===== config.mk =====
export PLATFORM = sky130hd
export DESIGN_NAME = lpTop
export DESIGN_NICKNAME = d
export VERILOG_FILES = /design/src/lpPkg.sv /design/src/lpCharIntake.sv /design/src/lpPrintData.sv /design/src/lpColumnStatus.sv /design/src/lpUartTx.sv /design/src/lpXonRx.sv /design/src/lpTop.sv
export SDC_FILE = /design/constraint.sdc
export NUM_CORES = 2
export LEC_CHECK = 0
export BUFFER_PORTS_ARGS = -buffer_cell sky130_fd_sc_hd__buf_2
export CORE_MARGIN = 5
export CORE_UTILIZATION = 52
export DETAILED_ROUTE_END_ITERATION = 10
export HOLD_SLACK_MARGIN = 0.03
export PLACE_DENSITY = 0.67
export RECOVER_POWER = 50
export SYNTH_ARGS = -nofsm -noshare
export SYNTH_HDL_FRONTEND = slang
export SYNTH_HIERARCHICAL = 1
export SYNTH_SLANG_ARGS = --single-unit

===== constraint.sdc =====
create_clock -name clk -period 4.4 [get_ports clk]
set_input_delay 0.44 -clock clk [delete_from_list [all_inputs] [get_ports clk]]
set_output_delay 0.44 -clock clk [all_outputs]
set_load 0.01 [all_outputs]

===== src/lpPkg.sv =====
// Widths, typedefs, ASCII codes, operation and state enums, line and serial constants
package lpPkg;

   //////////////////////////////////////////////////
   // Data widths
   //////////////////////////////////////////////////

   typedef logic [7:0]  charT;
   typedef logic [11:0] ramWordT;
   typedef logic [7:0]  ramAddrT;
   typedef logic [7:0]  columnT;

   // Operation picked from RAM control field and delimiter hold
   typedef enum logic [1:0] {printCbuf, printRamd, printDvfu, raiseIntr} printOpT;

   // Character processor states
   typedef enum logic [2:0] {
      stateIdle, stateParse, stateWrapLf, stateTab,
      stateWrapCh, stateDvfu, stateWait, stateDelay
   } printStateT;

   //////////////////////////////////////////////////
   // Line format and serial timing
   //////////////////////////////////////////////////

   localparam columnT lineWidth = 8'd132;
   localparam int tabStop = 8;
   localparam int tabCntW = $clog2(tabStop);

   // Short bit period keeps simulation quick
   localparam int clocksPerBit = 4;
   localparam int baudCntW = $clog2(clocksPerBit);

   // ASCII codes
   localparam charT asciiNul  = 8'h00;
   localparam charT asciiTab  = 8'h09;
   localparam charT asciiLf   = 8'h0a;
   localparam charT asciiVt   = 8'h0b;
   localparam charT asciiFf   = 8'h0c;
   localparam charT asciiCr   = 8'h0d;
   localparam charT asciiSp   = 8'h20;
   localparam charT asciiXon  = 8'h11;
   localparam charT asciiXoff = 8'h13;

   // Bit 7 marks a DVFU command, in place of the paper instruction line
   localparam charT dvfuFlag = 8'h80;

endpackage


===== src/lpCharIntake.sv =====
// Character buffer, translation RAM with host write port, character loaded strobe
`timescale 1ns/1ps

module lpCharIntake (
   input  logic           clk,
   input  logic           rst,
   input  logic           charValid,
   input  lpPkg::charT    charByte,
   input  logic           ramWr,
   input  lpPkg::ramAddrT ramAddr,
   input  lpPkg::ramWordT ramData,
   output lpPkg::charT    cbuf,
   output lpPkg::ramWordT ramd,
   output logic           charLoaded
);
   import lpPkg::*;

   // Translation RAM, one word per character code
   ramWordT ram [0:255];

   // Host load port
   always_ff @(posedge clk)
   begin
      if (ramWr)
      begin
         ram[ramAddr] <= ramData;
      end
   end

   // Buffer and RAM word captured on the same edge
   // Read addressed by the incoming char, so one cycle of delay
   always_ff @(posedge clk)
   begin
      if (charValid)
      begin
         cbuf <= charByte;
         ramd <= ram[charByte];
      end
   end

   // Both cbuf and ramd valid one cycle after charValid
   always_ff @(posedge clk)
   begin
      if (rst)
         charLoaded <= 1'b0;
      else
         charLoaded <= charValid;
   end

endmodule


===== src/lpPrintData.sv =====
// Character processor FSM with operation lookup, line wrap, tab expansion and DVFU output
`timescale 1ns/1ps

module lpPrintData (
   input  logic           clk,
   input  logic           rst,
   input  logic           charLoaded,
   input  lpPkg::charT    cbuf,
   input  lpPkg::ramWordT ramd,
   input  lpPkg::columnT  column,
   input  logic           modePrint,
   input  logic           modeTest,
   input  logic           modeLoadVfu,
   input  logic           delimHold,
   input  logic           demand,
   output logic           printStrobe,
   output lpPkg::charT    printByte,
   output logic           clearColumn,
   output logic           incColumn,
   output logic           setUndef,
   output logic           ready
);
   import lpPkg::*;

   printStateT         state;
   printOpT            op;
   charT               pdat;
   logic [tabCntW-1:0] tabCount;
   logic [3:0]         ctrl;
   logic               linkFree;

   // Control field sits above the translated char
   assign ctrl = ramd[11:8];

   // Demand only drops the cycle after a strobe
   assign linkFree = demand && !printStrobe;

   //////////////////////////////////////////////////
   // Operation lookup, LP20 table
   //////////////////////////////////////////////////

   always_comb
   begin
      case (ctrl)
         4'd0:                op = delimHold ? printRamd : printCbuf;
         4'd1:                op = delimHold ? printDvfu : printCbuf;
         4'd2, 4'd4, 4'd6:    op = printRamd;
         4'd3, 4'd5, 4'd7:    op = printDvfu;
         4'd10:               op = delimHold ? raiseIntr : printRamd;
         4'd11:               op = delimHold ? raiseIntr : printDvfu;
         // 8, 9 and 12 to 15 undefined
         default:             op = raiseIntr;
      endcase
   end

   //////////////////////////////////////////////////
   // Processor FSM
   //////////////////////////////////////////////////

   always_ff @(posedge clk)
   begin
      if (rst)
      begin
         state       <= stateIdle;
         printStrobe <= 1'b0;
         printByte   <= '0;
         clearColumn <= 1'b0;
         incColumn   <= 1'b0;
         setUndef    <= 1'b0;
         tabCount    <= '0;
         pdat        <= '0;
      end
      else
      begin
         // Pulses last one cycle
         printStrobe <= 1'b0;
         clearColumn <= 1'b0;
         incColumn   <= 1'b0;
         setUndef    <= 1'b0;

         case (state)
            // Wait for a loaded character
            stateIdle:
               if (charLoaded)
               begin
                  // Load DVFU mode sends cbuf as is
                  if (modeLoadVfu)
                  begin
                     pdat  <= cbuf;
                     state <= stateDvfu;
                  end
                  else if (modePrint || modeTest)
                  begin
                     case (op)
                        printCbuf:
                        begin
                           pdat  <= cbuf;
                           state <= stateParse;
                        end
                        printRamd:
                        begin
                           pdat  <= ramd[7:0];
                           state <= stateParse;
                        end
                        printDvfu:
                        begin
                           pdat  <= ramd[7:0];
                           state <= stateDvfu;
                        end
                        default:
                        begin
                           // Undefined char, nothing printed
                           setUndef <= 1'b1;
                           state    <= stateWait;
                        end
                     endcase
                  end
               end

            // Classify the char
            stateParse:
               case (pdat)
                  // NUL is dropped
                  asciiNul:
                     state <= stateWait;
                  // Line terminators go out and restart the column
                  asciiCr, asciiLf, asciiVt, asciiFf:
                     if (linkFree)
                     begin
                        printByte   <= pdat;
                        printStrobe <= 1'b1;
                        clearColumn <= 1'b1;
                        tabCount    <= '0;
                        state       <= stateWait;
                     end
                  // First space of a tab
                  asciiTab:
                     if (linkFree)
                     begin
                        printByte   <= asciiSp;
                        printStrobe <= 1'b1;
                        incColumn   <= 1'b1;
                        tabCount    <= tabCount + 1'b1;
                        state       <= stateTab;
                     end
                  // Printable, counted for wrap
                  default:
                     if (linkFree)
                     begin
                        if (column >= lineWidth)
                        begin
                           // Full line, CR first
                           printByte   <= asciiCr;
                           printStrobe <= 1'b1;
                           clearColumn <= 1'b1;
                           tabCount    <= '0;
                           state       <= stateWrapLf;
                        end
                        else
                        begin
                           printByte   <= pdat;
                           printStrobe <= 1'b1;
                           incColumn   <= 1'b1;
                           tabCount    <= tabCount + 1'b1;
                           state       <= stateWait;
                        end
                     end
               endcase

            // LF half of the wrap
            stateWrapLf:
               if (linkFree)
               begin
                  printByte   <= asciiLf;
                  printStrobe <= 1'b1;
                  clearColumn <= 1'b1;
                  tabCount    <= '0;
                  state       <= stateWrapCh;
               end

            // The char that caused the wrap
            stateWrapCh:
               if (linkFree)
               begin
                  printByte   <= pdat;
                  printStrobe <= 1'b1;
                  incColumn   <= 1'b1;
                  tabCount    <= tabCount + 1'b1;
                  state       <= stateWait;
               end

            // More spaces until the counter wraps to a tab stop
            stateTab:
               if (tabCount == '0)
                  state <= stateWait;
               else if (linkFree)
               begin
                  printByte   <= asciiSp;
                  printStrobe <= 1'b1;
                  incColumn   <= 1'b1;
                  tabCount    <= tabCount + 1'b1;
               end

            // Vertical format command, flagged in bit 7
            stateDvfu:
               if (linkFree)
               begin
                  printByte   <= dvfuFlag | {1'b0, pdat[6:0]};
                  printStrobe <= 1'b1;
                  clearColumn <= 1'b1;
                  tabCount    <= '0;
                  state       <= stateWait;
               end

            // Transmitter finishes the frame
            stateWait:
               if (linkFree)
                  state <= stateDelay;

            stateDelay:
               state <= stateIdle;

            default:
               state <= stateIdle;
         endcase
      end
   end

   // Next char accepted only when idle and link free
   assign ready = (state == stateIdle) && demand;

endmodule


===== src/lpColumnStatus.sv =====
// Column counter, sticky undefined character flag, printer data valid toggle
`timescale 1ns/1ps

module lpColumnStatus (
   input  logic          clk,
   input  logic          rst,
   input  logic          init,
   input  logic          clearColumn,
   input  logic          incColumn,
   input  logic          setUndef,
   input  logic          printStrobe,
   output lpPkg::columnT column,
   output logic          undefChar,
   output logic          dataValid
);

   // Column count, clear wins over increment
   always_ff @(posedge clk)
   begin
      if (rst || clearColumn)
         column <= '0;
      else if (incColumn)
         column <= column + 1'b1;
   end

   // Sticky until init
   always_ff @(posedge clk)
   begin
      if (rst || init)
         undefChar <= 1'b0;
      else if (setUndef)
         undefChar <= 1'b1;
   end

   // Flips once per printer strobe
   always_ff @(posedge clk)
   begin
      if (rst || init)
         dataValid <= 1'b0;
      else if (printStrobe)
         dataValid <= ~dataValid;
   end

endmodule


===== src/lpUartTx.sv =====
// 8N1 transmitter, takes a printer strobe and reports demand
`timescale 1ns/1ps

module lpUartTx (
   input  logic        clk,
   input  logic        rst,
   input  logic        printStrobe,
   input  lpPkg::charT printByte,
   input  logic        xoffHeld,
   output logic        txd,
   output logic        demand
);
   import lpPkg::*;

   logic                busy;
   logic [baudCntW-1:0] clkCount;
   logic [3:0]          bitCount;
   // Stop, data LSB first, start
   logic [9:0]          shiftReg;

   //////////////////////////////////////////////////
   // Frame shifter
   //////////////////////////////////////////////////

   always_ff @(posedge clk)
   begin
      if (rst)
      begin
         busy     <= 1'b0;
         clkCount <= '0;
         bitCount <= '0;
         shiftReg <= '1;
      end
      else if (!busy)
      begin
         if (printStrobe)
         begin
            busy     <= 1'b1;
            clkCount <= '0;
            bitCount <= '0;
            shiftReg <= {1'b1, printByte, 1'b0};
         end
      end
      else if (clkCount == baudCntW'(clocksPerBit - 1))
      begin
         // End of bit period
         clkCount <= '0;
         shiftReg <= {1'b1, shiftReg[9:1]};
         bitCount <= bitCount + 1'b1;
         if (bitCount == 4'd9)
            busy <= 1'b0;
      end
      else
         clkCount <= clkCount + 1'b1;
   end

   // Line sits at the stop level when idle
   assign txd = shiftReg[0];

   // Idle and printer not holding off
   assign demand = !busy && !xoffHeld;

endmodule


===== src/lpXonRx.sv =====
// 8N1 receiver decoding only XON and XOFF into a hold level
`timescale 1ns/1ps

module lpXonRx (
   input  logic clk,
   input  logic rst,
   input  logic rxd,
   output logic xoffHeld
);
   import lpPkg::*;

   logic [1:0]          rxSync;
   logic                busy;
   logic [baudCntW-1:0] clkCount;
   logic [3:0]          bitIndex;
   charT                shiftReg;
   logic                midBit;

   // Two flop synchronizer, idles high
   always_ff @(posedge clk)
   begin
      if (rst)
         rxSync <= 2'b11;
      else
         rxSync <= {rxSync[0], rxd};
   end

   // Sample point near the middle of each bit
   assign midBit = busy && (clkCount == baudCntW'(clocksPerBit / 2 - 1));

   //////////////////////////////////////////////////
   // Bit timing and decode
   //////////////////////////////////////////////////

   always_ff @(posedge clk)
   begin
      if (rst)
      begin
         busy     <= 1'b0;
         clkCount <= '0;
         bitIndex <= '0;
         xoffHeld <= 1'b0;
      end
      else if (!busy)
      begin
         // Start bit edge
         if (!rxSync[1])
         begin
            busy     <= 1'b1;
            clkCount <= '0;
            bitIndex <= '0;
         end
      end
      else
      begin
         if (clkCount == baudCntW'(clocksPerBit - 1))
         begin
            clkCount <= '0;
            bitIndex <= bitIndex + 1'b1;
         end
         else
            clkCount <= clkCount + 1'b1;

         if (midBit)
         begin
            // Glitch, not a real start bit
            if (bitIndex == 4'd0 && rxSync[1])
               busy <= 1'b0;
            // Stop bit, act on flow control bytes only
            else if (bitIndex == 4'd9)
            begin
               busy <= 1'b0;
               if (rxSync[1] && shiftReg == asciiXoff)
                  xoffHeld <= 1'b1;
               else if (rxSync[1] && shiftReg == asciiXon)
                  xoffHeld <= 1'b0;
            end
         end
      end
   end

   // Data bits arrive LSB first
   always_ff @(posedge clk)
   begin
      if (midBit && bitIndex != 4'd0 && bitIndex != 4'd9)
         shiftReg <= {rxSync[1], shiftReg[7:1]};
   end

endmodule


===== src/lpTop.sv =====
// Printer data path top, intake, processor, status and serial link
`timescale 1ns/1ps

module lpTop (
   input  logic           clk,
   input  logic           rst,
   input  logic           charValid,
   input  lpPkg::charT    charByte,
   input  logic           ramWr,
   input  lpPkg::ramAddrT ramAddr,
   input  lpPkg::ramWordT ramData,
   input  logic           init,
   input  logic           modePrint,
   input  logic           modeTest,
   input  logic           modeLoadVfu,
   input  logic           delimHold,
   output logic           txd,
   input  logic           rxd,
   output logic           ready,
   output lpPkg::columnT  column,
   output logic           undefChar,
   output logic           dataValid
);
   import lpPkg::*;

   charT    cbuf;
   ramWordT ramd;
   charT    printByte;
   logic    charLoaded;
   logic    printStrobe;
   logic    clearColumn;
   logic    incColumn;
   logic    setUndef;
   logic    demand;
   logic    xoffHeld;

   // Host side capture
   lpCharIntake u_intake (
      .clk(clk), .rst(rst),
      .charValid(charValid), .charByte(charByte),
      .ramWr(ramWr), .ramAddr(ramAddr), .ramData(ramData),
      .cbuf(cbuf), .ramd(ramd), .charLoaded(charLoaded)
   );

   // Character processing
   lpPrintData u_printData (
      .clk(clk), .rst(rst),
      .charLoaded(charLoaded), .cbuf(cbuf), .ramd(ramd), .column(column),
      .modePrint(modePrint), .modeTest(modeTest), .modeLoadVfu(modeLoadVfu),
      .delimHold(delimHold), .demand(demand),
      .printStrobe(printStrobe), .printByte(printByte),
      .clearColumn(clearColumn), .incColumn(incColumn), .setUndef(setUndef),
      .ready(ready)
   );

   lpColumnStatus u_status (
      .clk(clk), .rst(rst), .init(init),
      .clearColumn(clearColumn), .incColumn(incColumn), .setUndef(setUndef),
      .printStrobe(printStrobe),
      .column(column), .undefChar(undefChar), .dataValid(dataValid)
   );

   // Serial link to the printer
   lpUartTx u_uartTx (
      .clk(clk), .rst(rst),
      .printStrobe(printStrobe), .printByte(printByte), .xoffHeld(xoffHeld),
      .txd(txd), .demand(demand)
   );

   lpXonRx u_xonRx (
      .clk(clk), .rst(rst), .rxd(rxd), .xoffHeld(xoffHeld)
   );

endmodule


==> run_summary.xml <==
<?xml version="1.0" encoding="UTF-8"?>
<metrics>
  <group name="worst_setup_path">
    <metric name="cp_common_cell" unit="">nor4_1</metric>
    <metric name="critical_path.max_fanout" unit="">15</metric>
    <metric name="timing.critical_path.from_type" unit="">input pin</metric>
    <metric name="critical-path-max-stage-delay" unit="ns">1.10</metric>
    <metric name="crit_path_cell_trace" unit="">dlygate4sd3_1 &gt; clkbuf_1 &gt; nor4b_1 &gt; a221oi_1 &gt; o21ai_1 &gt; a21oi_1 &gt; nor4_1 &gt; buf_4 &gt; nor4_1</metric>
    <metric name="cp.required" unit="ns">5.05</metric>
    <metric name="setup.worst_path.class" unit="">input pin to flip-flop</metric>
    <metric name="critPathArrivalTime" unit="ns">4.43</metric>
    <metric name="endpoint_kind" unit="">flip-flop</metric>
    <metric name="worst_path_max_delay_cell" unit="">nor4b_1</metric>
  </group>
  <group name="clocking">
    <metric name="ctsLongestPathBuffers" unit="">4</metric>
    <metric name="clockRootBuffer" unit="">clkbuf_16</metric>
    <metric name="worst_skew_pair.late_latency" unit="ns">0.94</metric>
    <metric name="number_of_sinks_handled_by_clock_tree_synthesis" unit="">3163</metric>
    <metric name="cts_htree_levels" unit="">5</metric>
    <metric name="clock_tree_from_tritoncts" unit="">built</metric>
    <metric name="clk_transition_reported_paths" unit="ns">0.06</metric>
    <metric name="cts_buffers" unit="">334</metric>
    <metric name="postCtsResizedCells" unit="">0</metric>
    <metric name="postCtsSetupRepairBufs" unit="">0</metric>
  </group>
  <group name="timing">
    <metric name="grt_setup_unrepaired" unit="">no</metric>
    <metric name="final.setup_skew" unit="ns">0.0685</metric>
    <metric name="setup_total_negative_slack" unit="ns">0</metric>
    <metric name="max_slew.worst_pin.slew" unit="ns">3.39</metric>
    <metric name="final.period_utilization" unit="%">85.8</metric>
    <metric name="fin_crit" unit="ns">3.78</metric>
    <metric name="finalHoldViolations" unit="">0</metric>
    <metric name="setup_viol" unit="">0</metric>
    <metric name="worst_slew_margin_rel" unit="%">-126</metric>
    <metric name="max_freq" unit="MHz">265</metric>
    <metric name="timing.final.ws_setup" unit="ns">0.624</metric>
    <metric name="final_max_slew_viol_count" unit="">1669</metric>
  </group>
  <group name="pwr">
    <metric name="comb_power_share" unit="%">6.5</metric>
    <metric name="static-leakage-power" unit="uW">0.0443</metric>
    <metric name="pwr-share-seq" unit="%">52.2</metric>
    <metric name="swShare" unit="%">21.9</metric>
    <metric name="p_clk_share" unit="%">41.3</metric>
    <metric name="power.net_switching" unit="uW">14100</metric>
    <metric name="power.internal" unit="uW">50200</metric>
    <metric name="vdd_ir_drop_max" unit="uV">421</metric>
    <metric name="power.density" unit="nW/um^2">461</metric>
  </group>
  <group name="detailed_routing">
    <metric name="vias" unit="">63800</metric>
    <metric name="routed_wl" unit="um">312000</metric>
    <metric name="drt_pass1_iterations" unit="">6</metric>
    <metric name="final_routed_drc_violation_total" unit="">0</metric>
    <metric name="postRouteAntennaNets" unit="">0</metric>
    <metric name="drt_first_iter_violations" unit="">8371</metric>
    <metric name="wl_per_cell" unit="um">31.6</metric>
    <metric name="vias_per_cell" unit="">6.45</metric>
  </group>
  <group name="finish">
    <metric name="final_net_count" unit="">6537</metric>
    <metric name="finish.utilization" unit="%">59.2</metric>
    <metric name="post_route_cells_drive_above_1_share" unit="%">23.6</metric>
    <metric name="fillCellCount" unit="">16700</metric>
    <metric name="area_growth_syn_to_layout" unit="%">13.2</metric>
    <metric name="stdcell_count" unit="">9880</metric>
  </group>
  <group name="global_routing">
    <metric name="first_global_vias" unit="">62300</metric>
    <metric name="grt_remaining_overflow" unit="">0</metric>
    <metric name="wire_length_of_the_first_global_routing_pass" unit="um">449000</metric>
    <metric name="antenna_found_initial" unit="">17</metric>
    <metric name="grt_use_total" unit="%">25.3</metric>
    <metric name="pin_count_of_the_biggest_net_entering_global_routing" unit="">142</metric>
  </group>
  <group name="place">
    <metric name="dp_slack" unit="ns">0.318</metric>
    <metric name="place_inst" unit="">9275</metric>
    <metric name="place_hpwl" unit="um">191000</metric>
    <metric name="numPortBuffers" unit="">49</metric>
    <metric name="gp_routability_congestion" unit="">0.899</metric>
  </group>
  <group name="yosys">
    <metric name="synth_top_cells_by_area" unit="">edfxtp_1 76%, mux4_2 12%, mux2i_1 1.9%</metric>
    <metric name="netlist.area_leader.share" unit="%">75.7</metric>
    <metric name="synthesis.area" unit="sq um">123000</metric>
    <metric name="ys_seq_area_share" unit="%">76.7</metric>
    <metric name="syn-mean-instance-area" unit="sq um">20.7</metric>
    <metric name="synth-edff-count" unit="">3100</metric>
    <metric name="synth-seq-cells" unit="">3163</metric>
    <metric name="synthTopCellsByCount" unit="">3,100 x edfxtp_1, 639 x mux4_2, 338 x nor2_1</metric>
    <metric name="post_synth_num_cell_types" unit="">90</metric>
    <metric name="yosysTopAreaCell" unit="">edfxtp_1</metric>
    <metric name="asyncSetResetFlopFracSynth" unit="%">0</metric>
    <metric name="syn-instance-count" unit="">5955</metric>
    <metric name="synth-warning-count" unit="">6</metric>
    <metric name="synthesis.nets" unit="">6012</metric>
    <metric name="synth_flop_cell" unit="">edfxtp_1</metric>
    <metric name="yosys.cell_count.top_type" unit="">edfxtp_1</metric>
  </group>
  <group name="outcome">
    <metric name="violations" unit="">max-capacitance violations, max-slew violations</metric>
    <metric name="run_status" unit="">finished with violations</metric>
  </group>
  <group name="run">
    <metric name="cap_violations" unit="">25</metric>
  </group>
  <group name="floorplanning">
    <metric name="io_pins" unit="">50</metric>
    <metric name="placementRows" unit="">178</metric>
    <metric name="initial_core_util" unit="%">52.3</metric>
    <metric name="die-area" unit="sq um">246000</metric>
    <metric name="chipHeight" unit="um">496</metric>
    <metric name="die_w" unit="um">496</metric>
    <metric name="design.core.area" unit="sq um">235000</metric>
  </group>
  <group name="worst_hold_path">
    <metric name="worstHoldPathType" unit="">input pin to flip-flop</metric>
  </group>
</metrics>
==> state kept, by name, indices dropped and copies added (netlist names), 4 cells and up <==
register,flops
u_xonRx/bitIndex,4
u_printData/pdat,8
u_printData/printByte,8
u_intake/cbuf,8
u_uartTx/shiftReg,9
u_intake/ramd,12
u_status/column,8
u_xonRx/shiftReg,8
u_intake/ram,3072
u_uartTx/bitCount,4
==> cells by family after synthesis <==
group	Yosys count	synth area share, %
compound gates	765	4.42
xor+xnor	6	0.0427
fa+ha+maj	19	0.193
buf+inv	387	1.93
flops	3163	76.7
mux	892	14.0
simple gates	723	2.70
==> metal layers <==
metal / routed length, um / track usage, % / part of all wire, % / up-vias
li1: - / - / - / 26000
met1: 123000 / 37.1 / 39 / 33700
met2: 145000 / 38.2 / 46 / 3523
met3: 32700 / 5.54 / 10 / 543
met4: 11800 / 8.50 / 3.8 / 4
met5: 28 / 0 / 0.0090 / -
==> critical path, delay by kind of cell <==
kind                   cells  cell delay [ns]
AOI/OAI and AO/OA          3             0.61
buffers and inverters      3             1.29
and+or+nand+nor            3             2.07
==> layout by cell type (no fill, tap or decap), drive strengths merged, types with 15 or more instances in the layout <==
master	synthesis	final
a22oi	212	212
a211oi	15	15
ha	19	19
nor2b	33	33
nand3	43	43
nand2	134	134
a311oi	25	25
bufinv	0	24
a221oi	29	29
dlygate4sd3	0	19
clkbuf	165	487
dfxtp	63	63
nand2b	25	25
buf	198	456
a22o	43	43
o211ai	17	17
nor2	338	338
o22ai	64	64
mux4	658	658
edfxtp	3100	3100
a21oi	163	163
inv	22	29
o21ai	56	56
mux2i	230	230
nor4	28	28
clkinv	1	127
o221ai	68	68
o32ai	15	15
nor3	51	51
==> stage by stage <==
| step | hold WS [ns] | power, uW | cell area (sq um) |
|---|---|---|---|
| after floorplan | 0.383 | 36600 | 123000 |
| after global placement | 0.397 | 38200 | 129000 |
| after detailed placement | 0.408 | 38300 | 129000 |
| after CTS | 0.0368 | 64600 | 140000 |
| after global routing | 0.0604 | 66200 | 139000 |
| final | 0.106 | 64300 | 139000 |
==> power groups by stage <==
stage          clock (uW)  sequential [uW]  combinational [uW]
6_report            26500            33600                4190
5_1_grt             28200            33600                4460
4_1_cts             26900            33500                4190
3_5_place_dp            0            34100                4170
3_3_place_gp            0            34100                4100
2_1_floorplan           0            34000                2570
==> layout make-up <==
class                   count  area (sq um)  share of cell area, %
flip-flops and latches   3163         94400                   67.7
multi-input cells        2405         26400                   18.9
clock buffers             410          8730                   6.27
repair buffers            553          4370                   3.14
well taps                3150          3940                   2.83
clock inverters           166          1420                   1.02
inverters                  23          86.3                 0.0620
diodes                     10          25.0                 0.0180
==> worst paths after layout <==
check                       start                  endpoint  slack [ns]  cells past startpoint
max                   charByte[7]          u_intake/ramd[2]        0.62                      9
min reg2reg     u_xonRx/rxSync[0]         u_xonRx/rxSync[1]        0.42                      1
max reg2reg  u_printData/state[1]  u_printData/printByte[2]        1.13                      8
min                   charByte[1]          u_intake/cbuf[1]        0.11                      1
==> repair_timing <==
| item | in CTS | in global routing |
|---|---|---|
| setup endpoints to repair | 0 | 0 |
| hold endpoints to repair | 102 | 2 |
| hold buffers | 18 | 1 |
Power figures use the tool's default switching activity.
